### src/sb_rep_consts.svh
// Width and depth constants for the sideband repeater, included by packages and RTL that size storage
`ifndef SB_REP_CONSTS_SVH
`define SB_REP_CONSTS_SVH

// Message word width in bits
`define SB_WORD_W 32

// Entries per class queue, kept a power of two
`define SB_REP_DEPTH 4

// Posted-count tag width
// log2 of the depth plus one, so the tag counts modulo twice the depth
`define SB_TAG_W 3

`endif

### src/sb_msg_pkg.sv
// Message-level types shared by the repeater RTL and the testbench, imported where words or classes are used
`include "sb_rep_consts.svh"

package sb_msg_pkg;

  // One sideband message word
  typedef logic [`SB_WORD_W-1:0] sb_word_t;

  // Message class
  // Value doubles as the bit index into put, free and empty vectors
  typedef enum logic {
    sb_pc = 1'b0,
    sb_np = 1'b1
  } sb_class_e;

endpackage

### src/sb_rep_pkg.sv
// Repeater-internal types for arbitration and ordering, imported by the ingress and egress blocks
`include "sb_rep_consts.svh"

package sb_rep_pkg;

  // Class the egress arbiter serves first on the next contention
  typedef enum logic {
    pref_pc = 1'b0,
    pref_np = 1'b1
  } sb_pref_e;

  // Running posted-word count
  // Wraps at twice the queue depth
  typedef logic [`SB_TAG_W-1:0] sb_tag_t;

endpackage

### src/sb_queue_if.sv
// Queue-state link between repeater ingress and egress, ingress uses the queue modport and egress sched
`timescale 1ns/1ps

interface sb_queue_if
  import sb_msg_pkg::*;
();

  // Combinational heads of the two class queues
  sb_word_t   pc_head;
  sb_word_t   np_head;

  // Per-class empty flags, indexed by sb_class_e
  logic [1:0] empty;

  // High when the np head has no older posted word left in the pc queue
  logic       fence_off_np;

  // Per-class pop, takes effect at the next edge
  logic [1:0] pop;

  // Storage side
  modport queue (
    output pc_head, np_head, empty, fence_off_np,
    input  pop
  );

  // Scheduler side
  modport sched (
    input  pc_head, np_head, empty, fence_off_np,
    output pop
  );

endinterface

### src/sb_rep_fifo.sv
// Synchronous circular FIFO for one message class, instantiated per class inside the repeater ingress
`timescale 1ns/1ps

`include "sb_rep_consts.svh"

module sb_rep_fifo
  import sb_msg_pkg::*;
#(
  // Number of entries, power of two
  parameter int DEPTH = `SB_REP_DEPTH
) (
  input  logic     side_clk,
  input  logic     reset,
  input  logic     push,
  input  logic     pop,
  input  sb_word_t wdata,
  output sb_word_t rdata,
  output logic     empty,
  output logic     full
);

  localparam int AW = $clog2(DEPTH);

  sb_word_t    mem [DEPTH];

  // Pointers carry one wrap bit above the index
  logic [AW:0] wr_ptr;
  logic [AW:0] rd_ptr;
  logic        wr_en;
  logic        rd_en;

  // Writes into a full queue and reads from an empty one are ignored
  assign wr_en = push & ~full;
  assign rd_en = pop & ~empty;

  // --------------------
  // Pointer state
  always_ff @(posedge side_clk) begin
    if (reset) begin
      wr_ptr <= '0;
      rd_ptr <= '0;
    end else begin
      if (wr_en) wr_ptr <= wr_ptr + 1'b1;
      if (rd_en) rd_ptr <= rd_ptr + 1'b1;
    end
  end

  // Entry storage
  always_ff @(posedge side_clk) begin
    if (wr_en) mem[wr_ptr[AW-1:0]] <= wdata;
  end

  // --------------------
  // Same index with differing wrap bits means full
  assign empty = (wr_ptr == rd_ptr);
  assign full  = (wr_ptr[AW] != rd_ptr[AW]) && (wr_ptr[AW-1:0] == rd_ptr[AW-1:0]);

  // Head is visible without a read cycle
  assign rdata = mem[rd_ptr[AW-1:0]];

endmodule

### src/sb_rep_ingress.sv
// Repeater ingress taking upstream puts into the class queues and producing the np ordering fence
`timescale 1ns/1ps

`include "sb_rep_consts.svh"

module sb_rep_ingress
  import sb_msg_pkg::*, sb_rep_pkg::*;
(
  input  logic       side_clk,
  input  logic       reset,
  input  logic       mst_pcput,
  input  logic       mst_npput,
  input  sb_word_t   mst_data,
  output logic       mst_pcfree,
  output logic       mst_npfree,
  sb_queue_if.queue  q
);

  localparam int TIX_W = $clog2(`SB_REP_DEPTH);

  logic                     pc_empty;
  logic                     pc_full;
  logic                     np_empty;
  logic                     np_full;
  logic                     pc_push_ok;
  logic                     pc_pop_ok;
  logic                     np_push_ok;
  logic                     np_pop_ok;

  // Posted enqueue and dequeue counts
  sb_tag_t                  pc_in;
  sb_tag_t                  pc_out;

  // Tag store kept in step with the np queue
  sb_tag_t                  tag_mem [`SB_REP_DEPTH];
  logic [TIX_W-1:0]         tag_wix;
  logic [TIX_W-1:0]         tag_rix;
  logic [`SB_REP_DEPTH-1:0] tag_hit;
  logic [`SB_REP_DEPTH-1:0] tag_sat;

  // --------------------
  // Class queues
  sb_rep_fifo #(.DEPTH(`SB_REP_DEPTH)) i_pc_fifo (
    .side_clk (side_clk),
    .reset    (reset),
    .push     (mst_pcput),
    .pop      (q.pop[sb_pc]),
    .wdata    (mst_data),
    .rdata    (q.pc_head),
    .empty    (pc_empty),
    .full     (pc_full)
  );

  sb_rep_fifo #(.DEPTH(`SB_REP_DEPTH)) i_np_fifo (
    .side_clk (side_clk),
    .reset    (reset),
    .push     (mst_npput),
    .pop      (q.pop[sb_np]),
    .wdata    (mst_data),
    .rdata    (q.np_head),
    .empty    (np_empty),
    .full     (np_full)
  );

  assign q.empty    = {np_empty, pc_empty};

  // Free follows the registered pointers, one cycle after a write or pop
  assign mst_pcfree = ~pc_full;
  assign mst_npfree = ~np_full;

  // Moves the FIFOs actually perform
  assign pc_push_ok = mst_pcput & ~pc_full;
  assign pc_pop_ok  = q.pop[sb_pc] & ~pc_empty;
  assign np_push_ok = mst_npput & ~np_full;
  assign np_pop_ok  = q.pop[sb_np] & ~np_empty;

  // --------------------
  // Posted counters and tag store indices
  always_ff @(posedge side_clk) begin
    if (reset) begin
      pc_in   <= '0;
      pc_out  <= '0;
      tag_wix <= '0;
      tag_rix <= '0;
    end else begin
      if (pc_push_ok) pc_in   <= pc_in + 1'b1;
      if (pc_pop_ok)  pc_out  <= pc_out + 1'b1;
      if (np_push_ok) tag_wix <= tag_wix + 1'b1;
      if (np_pop_ok)  tag_rix <= tag_rix + 1'b1;
    end
  end

  // A same-cycle pc put counts as younger than the np word
  always_ff @(posedge side_clk) begin
    if (np_push_ok) tag_mem[tag_wix] <= pc_in;
  end

  // Entry released once pc_out reaches its tag
  always_comb begin
    for (int i = 0; i < `SB_REP_DEPTH; i++) begin
      tag_hit[i] = (tag_mem[i] == pc_out);
    end
  end

  // pc_out keeps running while an np word waits on target free,
  // so the release is held per entry until the slot is rewritten
  always_ff @(posedge side_clk) begin
    if (reset) begin
      tag_sat <= '0;
    end else begin
      for (int i = 0; i < `SB_REP_DEPTH; i++) begin
        if (np_push_ok && (tag_wix == TIX_W'(i))) tag_sat[i] <= 1'b0;
        else                                      tag_sat[i] <= tag_sat[i] | tag_hit[i];
      end
    end
  end

  // Fence opens for an empty np queue or a released head
  assign q.fence_off_np = np_empty | tag_sat[tag_rix] | tag_hit[tag_rix];

endmodule

### src/sb_rep_egress.sv
// Repeater egress arbitrating the class queues and gating target puts against free, empty and fence
`timescale 1ns/1ps

module sb_rep_egress
  import sb_msg_pkg::*, sb_rep_pkg::*;
(
  input  logic       side_clk,
  input  logic       reset,
  input  logic       tgt_pcfree,
  input  logic       tgt_npfree,
  output logic       tgt_pcput,
  output logic       tgt_npput,
  output sb_word_t   tgt_data,
  sb_queue_if.sched  q
);

  sb_pref_e pref;
  logic     elig_pc;
  logic     elig_np;

  // --------------------
  // Eligibility
  // Data waiting and target free, np also needs the fence open
  assign elig_pc = tgt_pcfree & ~q.empty[sb_pc];
  assign elig_np = tgt_npfree & q.fence_off_np & ~q.empty[sb_np];

  // --------------------
  // Arbiter
  // Preferred class first, otherwise whichever is eligible
  always_comb begin
    if (pref == pref_pc) begin
      tgt_pcput = elig_pc;
      tgt_npput = elig_np & ~elig_pc;
    end else begin
      tgt_npput = elig_np;
      tgt_pcput = elig_pc & ~elig_np;
    end
  end

  // Each target put retires the queue head at the same edge
  assign q.pop = {tgt_npput, tgt_pcput};

  // Defaults to the pc head when idle
  assign tgt_data = tgt_npput ? q.np_head : q.pc_head;

  // --------------------
  // Preference flips to the class not just served
  always_ff @(posedge side_clk) begin
    if (reset) begin
      pref <= pref_pc;
    end else if (tgt_pcput) begin
      pref <= pref_np;
    end else if (tgt_npput) begin
      pref <= pref_pc;
    end
  end

endmodule

### src/sb_rep_top.sv
// Sideband repeater top level with plain upstream and target ports, the DUT seen by the testbench
`timescale 1ns/1ps

module sb_rep_top
  import sb_msg_pkg::*;
(
  input  logic     side_clk,
  input  logic     reset,

  // Upstream agent side
  input  logic     mst_pcput,
  input  logic     mst_npput,
  input  sb_word_t mst_data,
  output logic     mst_pcfree,
  output logic     mst_npfree,

  // Downstream target side
  input  logic     tgt_pcfree,
  input  logic     tgt_npfree,
  output logic     tgt_pcput,
  output logic     tgt_npput,
  output sb_word_t tgt_data
);

  // Queue state between the two halves
  sb_queue_if i_sb_queue_if ();

  sb_rep_ingress i_sb_rep_ingress (
    .side_clk   (side_clk),
    .reset      (reset),
    .mst_pcput  (mst_pcput),
    .mst_npput  (mst_npput),
    .mst_data   (mst_data),
    .mst_pcfree (mst_pcfree),
    .mst_npfree (mst_npfree),
    .q          (i_sb_queue_if.queue)
  );

  sb_rep_egress i_sb_rep_egress (
    .side_clk   (side_clk),
    .reset      (reset),
    .tgt_pcfree (tgt_pcfree),
    .tgt_npfree (tgt_npfree),
    .tgt_pcput  (tgt_pcput),
    .tgt_npput  (tgt_npput),
    .tgt_data   (tgt_data),
    .q          (i_sb_queue_if.sched)
  );

endmodule

### config.mk
export PLATFORM = sky130hd
export DESIGN_NAME = sb_rep_top
export DESIGN_NICKNAME = d
export VERILOG_FILES = /design/src/sb_msg_pkg.sv /design/src/sb_rep_pkg.sv /design/src/sb_queue_if.sv /design/src/sb_rep_fifo.sv /design/src/sb_rep_ingress.sv /design/src/sb_rep_egress.sv /design/src/sb_rep_top.sv
export VERILOG_INCLUDE_DIRS = /design/src /design/src/src
export SDC_FILE = /design/constraint.sdc
export NUM_CORES = 1
export LEC_CHECK = 0
export ABC_AREA = 1
export BUFFER_PORTS_ARGS = -buffer_cell sky130_fd_sc_hd__buf_2
export CORE_ASPECT_RATIO = 1.25
export CORE_MARGIN = 2
export CORE_UTILIZATION = 31
export CTS_CLUSTER_SIZE = 12
export DETAILED_ROUTE_END_ITERATION = 7
export PLACE_DENSITY = 0.43
export SETUP_SLACK_MARGIN = 0.02
export SYNTH_ARGS = -nofsm -noshare
export SYNTH_HDL_FRONTEND = slang
export SYNTH_SLANG_ARGS = --single-unit
### constraint.sdc
create_clock -name side_clk -period 7.26 [get_ports side_clk]
set_input_delay 2.178 -clock side_clk [delete_from_list [all_inputs] [get_ports side_clk]]
set_output_delay 2.178 -clock side_clk [all_outputs]
set_load 0.01 [all_outputs]
==> flow_metrics.env, run 1 <==
export IMPL_area_delta_synth_final_pct=15.28
export IMPL_antenna_left=0
export IMPL_hold_class="reg2reg"
export IMPL_synthTopCellsByCount="268 x edfxtp_1, 164 x nor2_1, 144 x nand2_1"
export IMPL_syn_area_per_cell_um2=12.25
export IMPL_initial_core_util=0.3136
export IMPL_synth_xor_xnor_area_share=0.01395
export IMPL_synth_top_area_frac=0.6747
export IMPL_yosysSeqAreaShare=0.7267
export IMPL_fp_row_count=80
export IMPL_max_freq_mhz=166.1
export IMPL_clk_pin_slew_ps=60
export IMPL_synth_edf_count=268
export IMPL_dieArea_mm2=0.04007
export IMPL_gr_total_overflow=0
export IMPL_cts_sinks=299
export IMPL_synth_compound_area_frac=0.1006
export IMPL_drc_errors=0
export IMPL_cts_setup_buffers=0
export IMPL_synthesis_nets=1028
export IMPL_die_w_um=179.4
export IMPL_wl_met3_um=1027
export IMPL_io_buffers=73
export IMPL_fin_ws_ps=1239
export IMPL_multi_input_area_mm2=0.002915
export IMPL_ys_flop_type="edfxtp_1"
export IMPL_fin_crit_sh=0.8293
export IMPL_first_pass_iters=4
export IMPL_fillers=3757
export IMPL_clockRootBuffer="clkbuf_16"
export IMPL_fin_setup_tns_ps=0
export IMPL_path_max_fanout=19
export IMPL_worstHoldPathCells=1
export IMPL_synth_cell_types=27
export IMPL_peakVddDrop_mv=0.1846
export IMPL_hold_violations=0
export IMPL_fin_area_mm2=0.01375
export IMPL_die_height_um=223.3
export IMPL_ctsResizeCount=0
export IMPL_muxShareOfSynthArea=0
export IMPL_leakage_nw=4.930
export IMPL_status="completed"
export IMPL_fin_nets=1102
export IMPL_holdBufCountCts=0
export IMPL_core_area_mm2=0.03804
export IMPL_skew_ps=10.55
export IMPL_drt_wl_total_um=29010
export IMPL_critPathKind="in2out"
export IMPL_wl_per_cell_um=18.58
export IMPL_min_period_ps=6021
export IMPL_synth_warnings=0
export IMPL_place_ws_ps=1205
export IMPL_groute_usage_overall=0.1420
export IMPL_rsz0062_at_grt="no"
export IMPL_cts_tree="yes"
export IMPL_routed_via_count=7406
export IMPL_synth_fa_ha_area_frac=0.01678
export IMPL_grt_pass1_wl_um=43570
export IMPL_grt_max_degree=66
export IMPL_top_layer="met5"
export IMPL_arrival_ps=3840
export IMPL_clockBufferDepth=3
export IMPL_regArea_mm2=0.008671
export IMPL_cp_start_kind="input pin"
export IMPL_cp_end_kind="primary output"
export IMPL_io_pins=74
export IMPL_ys_ff_latch=299
export IMPL_antenna_found_initial=3
export IMPL_place_congestion=0.6789
export IMPL_finalSetupViolCount=0
export IMPL_insertion_delay_ps=570
export IMPL_yosys_area_share_simple=0.1074
export IMPL_r2r_cells=6
export IMPL_syn_area_mm2=0.01193
export IMPL_maxSlewViolCount=0
export IMPL_synth_top_family_by_area="simple AND/OR/NAND/NOR gates"
export IMPL_dpl_cell_area_mm2=0.01287
export IMPL_vias_per_cell=4.744
export IMPL_yosysMostFrequentCell="edfxtp_1"
export IMPL_layout_drive_gt1_share=0.1386
export IMPL_dp_hpwl_um=16110
export IMPL_grt_pass1_vias=7218
export IMPL_cts_made_buffers=31
export IMPL_synth_async_reset_ratio=0
export IMPL_wl_met1_um=12220
export IMPL_synth_top_area_cell="edfxtp_1"
export IMPL_syn_inst=974
export IMPL_maxCapViolations=0
export IMPL_final_util=0.3615
export IMPL_worstMarginPinSlew_ps=1155
export IMPL_cts_max_level=1
export IMPL_synthTopCellsByArea="edfxtp_1 67%, o21ai_0 5.8%, dfxtp_1 5.2%"
export IMPL_slew_headroom=0.2291
export IMPL_first_iter_violations=444
export IMPL_required_ps=5080
export IMPL_dr_wl_met2_um=14930
export IMPL_power_density_mw_per_mm2=301.3
## state kept, by name (all words and copies together), names as in the netlist, 2 cells and up, named ones only
register	flops
i_sb_rep_ingress.i_np_fifo.mem	128
i_sb_rep_ingress.i_pc_fifo.mem	128
i_sb_rep_ingress.tag_mem	12
i_sb_rep_ingress.tag_sat	4
i_sb_rep_ingress.i_np_fifo.rd_ptr	3
i_sb_rep_ingress.i_np_fifo.wr_ptr	3
i_sb_rep_ingress.i_pc_fifo.rd_ptr	3
i_sb_rep_ingress.i_pc_fifo.wr_ptr	3
i_sb_rep_ingress.pc_in	3
i_sb_rep_ingress.pc_out	3
i_sb_rep_ingress.tag_rix	2
i_sb_rep_ingress.tag_wix	2
## worst paths after layout
check	from	endpoint	slack (ps)
hold / removal	i_sb_rep_ingress.i_np_fifo.wr_ptr[2]$_SDFFE_PP0P_	i_sb_rep_ingress.i_np_fifo.wr_ptr[2]$_SDFFE_PP0P_	480
setup / recovery	tgt_pcfree	tgt_data[9]	1240
setup reg to reg	i_sb_rep_ingress.i_np_fifo.rd_ptr[0]$_SDFFE_PP0P_	i_sb_rep_ingress.i_np_fifo.mem[3][2]$_DFFE_PP_	4600
hold reg to reg	i_sb_rep_ingress.i_np_fifo.wr_ptr[2]$_SDFFE_PP0P_	i_sb_rep_ingress.i_np_fifo.wr_ptr[2]$_SDFFE_PP0P_	480
## per-stage QoR
stage               hold slack, ps  total power, mW  instances
finish                       480.3            4.143       1561
global route                 525.7            4.350       1560
CTS                          481.6            4.214       1560
detailed placement           465.3            2.785       1507
global placement             456.9            2.787       1507
floorplan                    441.1            2.485        974
## report_power, final
group | switching [mW] | internal (mW) | leakage (nW)
sequential | 0.0366 | 1.97 | 2.72
combinational | 0.492 | 0.225 | 1.78
clock | 0.637 | 0.781 | 0.433
total | 1.17 | 2.98 | 4.93
## layout by cell type (no fill, tap or decap), types with 5 or more instances in the layout
cell / count
buf_4: 19
clkbuf_1: 10
clkinv_2: 5
ha_1: 16
a21oi_1: 14
o22ai_1: 64
inv_1: 40
nand2_1: 144
xor2_1: 8
clkinv_1: 6
buf_2: 73
xnor2_1: 11
clkbuf_16: 31
o21ai_0: 138
nor2_4: 8
edfxtp_1: 268
nor2_1: 156
nand3_1: 10
dfxtp_1: 29
## kinds of logic (layout without fill, tap and decap cells)
kind of cell / count (synthesis) / count (layout)
DFF: 299 / 299
AOI/OAI and AO/OA: 221 / 221
buffers and inverters: 93 / 187
adders and majority gates: 16 / 16
and+or+nand+nor: 326 / 326
other: 0 / 1
xor gates and xnor gates: 19 / 19
## per-layer routing
metal	up-vias	track usage
met1	3623	0.1711
met3	49	0.02089
met5	-	0
met2	136	0.2563
li1	3596	-
met4	2	0.05245
## critical path: stages
cell	delay (ps)
buf_2	110
o21ai_1	280
nand4_1	170
nand2_2	410
buf_4	390
nand2_1	100
nand2_1	60
buf_2	120
## cell type report
cell class                      count  share of cell area
Antenna cell                        1           0.0001820
Clock buffer                       41             0.05914
Clock inverter                     12            0.004914
Inverter                           42             0.01146
Multi-Input combinational cell    582              0.2120
Sequential cell                   299              0.6306
Tap cell                          492             0.04477
Timing Repair Buffer               92             0.03694
No activity file was read; power rests on OpenSTA's default activity.
==> run 2, diff against run 1 <==
ABC_AREA = 0   (was 1)
PLACE_DENSITY = 0.45   (was 0.43)
clock period = 5.3 ns   (was 7.26 ns; I/O delays follow)
==> flow_metrics.env, run 2 <==
export IMPL_dieArea_mm2=0.03943
export IMPL_ys_flop_type="edfxtp_1"
export IMPL_worstPathCellList="buf_2 -> inv_1 -> a31oi_1 -> o21ai_2 -> nor2_4 -> buf_4 -> mux2_2 -> buf_2"
export IMPL_required_ps=3710
export IMPL_p_total_mw=5.406
export IMPL_place_inst=1124
export IMPL_peakVddDrop_mv=0.1804
export IMPL_synthesis_nets=624
export IMPL_cp_start_kind="input pin"
export IMPL_cts_made_buffers=31
export IMPL_antenna_found_initial=3
export IMPL_critPathSlowestCell="mux2_2"
export IMPL_skew_ps=9.816
export IMPL_min_period_ps=4740
export IMPL_r2r_cells=4
export IMPL_clockRootBuffer="clkbuf_16"
export IMPL_grt_pass1_vias=6117
export IMPL_clockBufferDepth=3
export IMPL_antenna_left=0
export IMPL_max_freq_mhz=211.0
export IMPL_finalSetupViolCount=0
export IMPL_holdBufCountCts=0
export IMPL_status="completed"
export IMPL_critPathKind="in2out"
export IMPL_wl_per_cell_um=21.56
export IMPL_cp_end_kind="primary output"
export IMPL_io_pins=74
export IMPL_ctsResizeCount=0
export IMPL_fin_area_mm2=0.01364
export IMPL_regArea_mm2=0.008673
export IMPL_final_util=0.3661
export IMPL_layout_drive_gt1_share=0.3667
export IMPL_io_buffers=73
export IMPL_synthTopCellsByCount="268 x edfxtp_1, 66 x mux4_2, 35 x mux2_2"
export IMPL_grt_max_degree=35
export IMPL_clk_pin_slew_ps=60
export IMPL_grt_pass1_wl_um=38180
export IMPL_p_sw_mw=1.267
export IMPL_routed_via_count=5556
export IMPL_crit_buf_inv=4
export IMPL_r2r_start="i_sb_rep_ingress.i_pc_fifo.wr_ptr[0]$_SDFFE_PP0P_"
export IMPL_cts_tree="yes"
export IMPL_die_w_um=178.0
export IMPL_synth_edf_count=268
export IMPL_first_iter_violations=390
export IMPL_holdWs_ps=533.9
export IMPL_reg2reg_slack_ps=2350
export IMPL_cp_top_family="buffers and inverters"
export IMPL_hold_violations=0
export IMPL_syn_area_mm2=0.01173
export IMPL_syn_inst=570
export IMPL_reg2reg_to="i_sb_rep_ingress.i_pc_fifo.mem[3][3]$_DFFE_PP_"
export IMPL_area_delta_synth_final_pct=16.28
export IMPL_synth_top_area_frac=0.6859
export IMPL_synth_warnings=0
export IMPL_startpoint="tgt_npfree"
export IMPL_gr_total_overflow=0
export IMPL_cts_max_level=1
export IMPL_insertion_delay_ps=540
export IMPL_power_density_mw_per_mm2=396.2
export IMPL_dpl_cell_area_mm2=0.01275
export IMPL_hold_class="reg2reg"
export IMPL_fin_nets=725
export IMPL_yosysMostFrequentCell="edfxtp_1"
export IMPL_yosysSeqAreaShare=0.7388
export IMPL_cp_endpoint="tgt_data[18]"
export IMPL_drc_errors=0
export IMPL_worstHoldPathCells=2
export IMPL_final_common_cell="edfxtp_1"
export IMPL_synth_async_reset_ratio=0
export IMPL_leakage_nw=4.422
export IMPL_rsz0062_at_grt="no"
export IMPL_power_frac_seq=0.515
export IMPL_cts_sinks=299
export IMPL_p_comb_frac=0.125
export IMPL_cts_setup_buffers=0
export IMPL_stdcell_count=1176
export IMPL_first_pass_iters=4
export IMPL_clkPwrFrac=0.360
export IMPL_fillers=3433
export IMPL_groute_usage_overall=0.1306
export IMPL_slew_headroom=0.2821
export IMPL_synth_top_area_cell="edfxtp_1"
export IMPL_synth_cell_types=35
export IMPL_layout_common_cells="268 x edfxtp_1, 73 x buf_2, 66 x mux4_2"
export IMPL_diodes=0
export IMPL_path_depth=8
export IMPL_vias_per_cell=4.724
export IMPL_maxSlewViolCount=0
export IMPL_fp_row_count=79
export IMPL_drt_wl_total_um=25360
export IMPL_place_congestion=0.7654
export IMPL_multi_input_area_mm2=0.002894
export IMPL_place_ws_ps=556.5
export IMPL_initial_core_util=0.3148
export IMPL_syn_area_per_cell_um2=20.58
export IMPL_ys_ff_latch=299
export IMPL_fin_ws_ps=560.0
export IMPL_dp_hpwl_um=15180
export IMPL_fin_crit_sh=0.8943
export IMPL_cp_slowest_stage_delay_ps=380
export IMPL_path_max_fanout=16
export IMPL_core_area_mm2=0.03726
export IMPL_maxCapViolations=0
export IMPL_switching_share=0.2344
export IMPL_cpMostUsedCell="buf_2"
export IMPL_arrival_ps=3150
export IMPL_worstMarginPinSlew_ps=1077
export IMPL_die_height_um=221.5
export IMPL_synthTopCellsByArea="edfxtp_1 69%, mux4_2 13%, dfxtp_1 5.3%"
export IMPL_fin_setup_tns_ps=0
export IMPL_p_int_mw=4.139
[run 2: power by group through the flow]
| stage | Clock (mW) | Combinational (mW) | Sequential (mW) |
|---|---|---|---|
| after floorplan | 0 | 0.481 | 2.78 |
| after global placement | 0 | 0.690 | 2.83 |
| after detailed placement | 0 | 0.696 | 2.84 |
| after CTS | 2.02 | 0.700 | 2.79 |
| after global routing | 2.10 | 0.740 | 2.80 |
| final | 1.95 | 0.676 | 2.78 |
[run 2: how the worst min path moves through the flow]
stage | from | end | slack [ps]
after detailed placement | i_sb_rep_ingress.i_np_fifo.rd_ptr[2]$_SDFFE_PP0P_ | i_sb_rep_ingress.i_np_fifo.rd_ptr[2]$_SDFFE_PP0P_ | 530
after floorplan | i_sb_rep_ingress.tag_rix[1]$_SDFFE_PP0P_ | i_sb_rep_ingress.tag_rix[1]$_SDFFE_PP0P_ | 470
after global placement | i_sb_rep_ingress.i_np_fifo.rd_ptr[2]$_SDFFE_PP0P_ | i_sb_rep_ingress.i_np_fifo.rd_ptr[2]$_SDFFE_PP0P_ | 530
final | i_sb_rep_ingress.i_pc_fifo.rd_ptr[1]$_SDFFE_PP0P_ | flop | 530
after global routing | i_sb_rep_ingress.pc_in[1]$_SDFFE_PP0P_ | i_sb_rep_ingress.tag_mem[1][1]$_DFFE_PP_ | 560
after CTS | i_sb_rep_ingress.pc_in[1]$_SDFFE_PP0P_ | i_sb_rep_ingress.tag_mem[1][1]$_DFFE_PP_ | 540
[run 2: kinds of logic after synthesis]
| kind of cell | synth area share |
|---|---|
| buffers and inverters | 0.01536 |
| XOR/XNOR | 0.02080 |
| AND/OR/NAND/NOR | 0.02367 |
| AO/OA/AOI/OAI | 0.01952 |
| flip-flops | 0.7388 |
| multiplexers | 0.1648 |
| adder cells (fa/ha/maj) | 0.01706 |
[run 2: area by class of cell]
| cell class | instances | area share |
|---|---|---|
| flip-flops and latches | 299 | 0.6357 |
| well taps | 486 | 0.04457 |
| inverters | 12 | 0.003302 |
| multi-input cells | 234 | 0.2121 |
| clock buffers | 44 | 0.06264 |
| clock inverters | 8 | 0.002935 |
| repair buffers | 93 | 0.03870 |
[run 2: tightest hold or removal path, delay by kind of cell (launching register included)]
family,cells,cell delay [ps]
muxes,1,70
DFF,1,340
and+or+nand+nor,1,80
[run 2: per-layer routing]
layer,up-vias,routed length (µm),track usage
met1,2937,10500,0.1618
met3,34,1058,0.02469
li1,2489,-,-
met4,6,389,0.02750
met5,-,38,0
met2,90,13380,0.2353
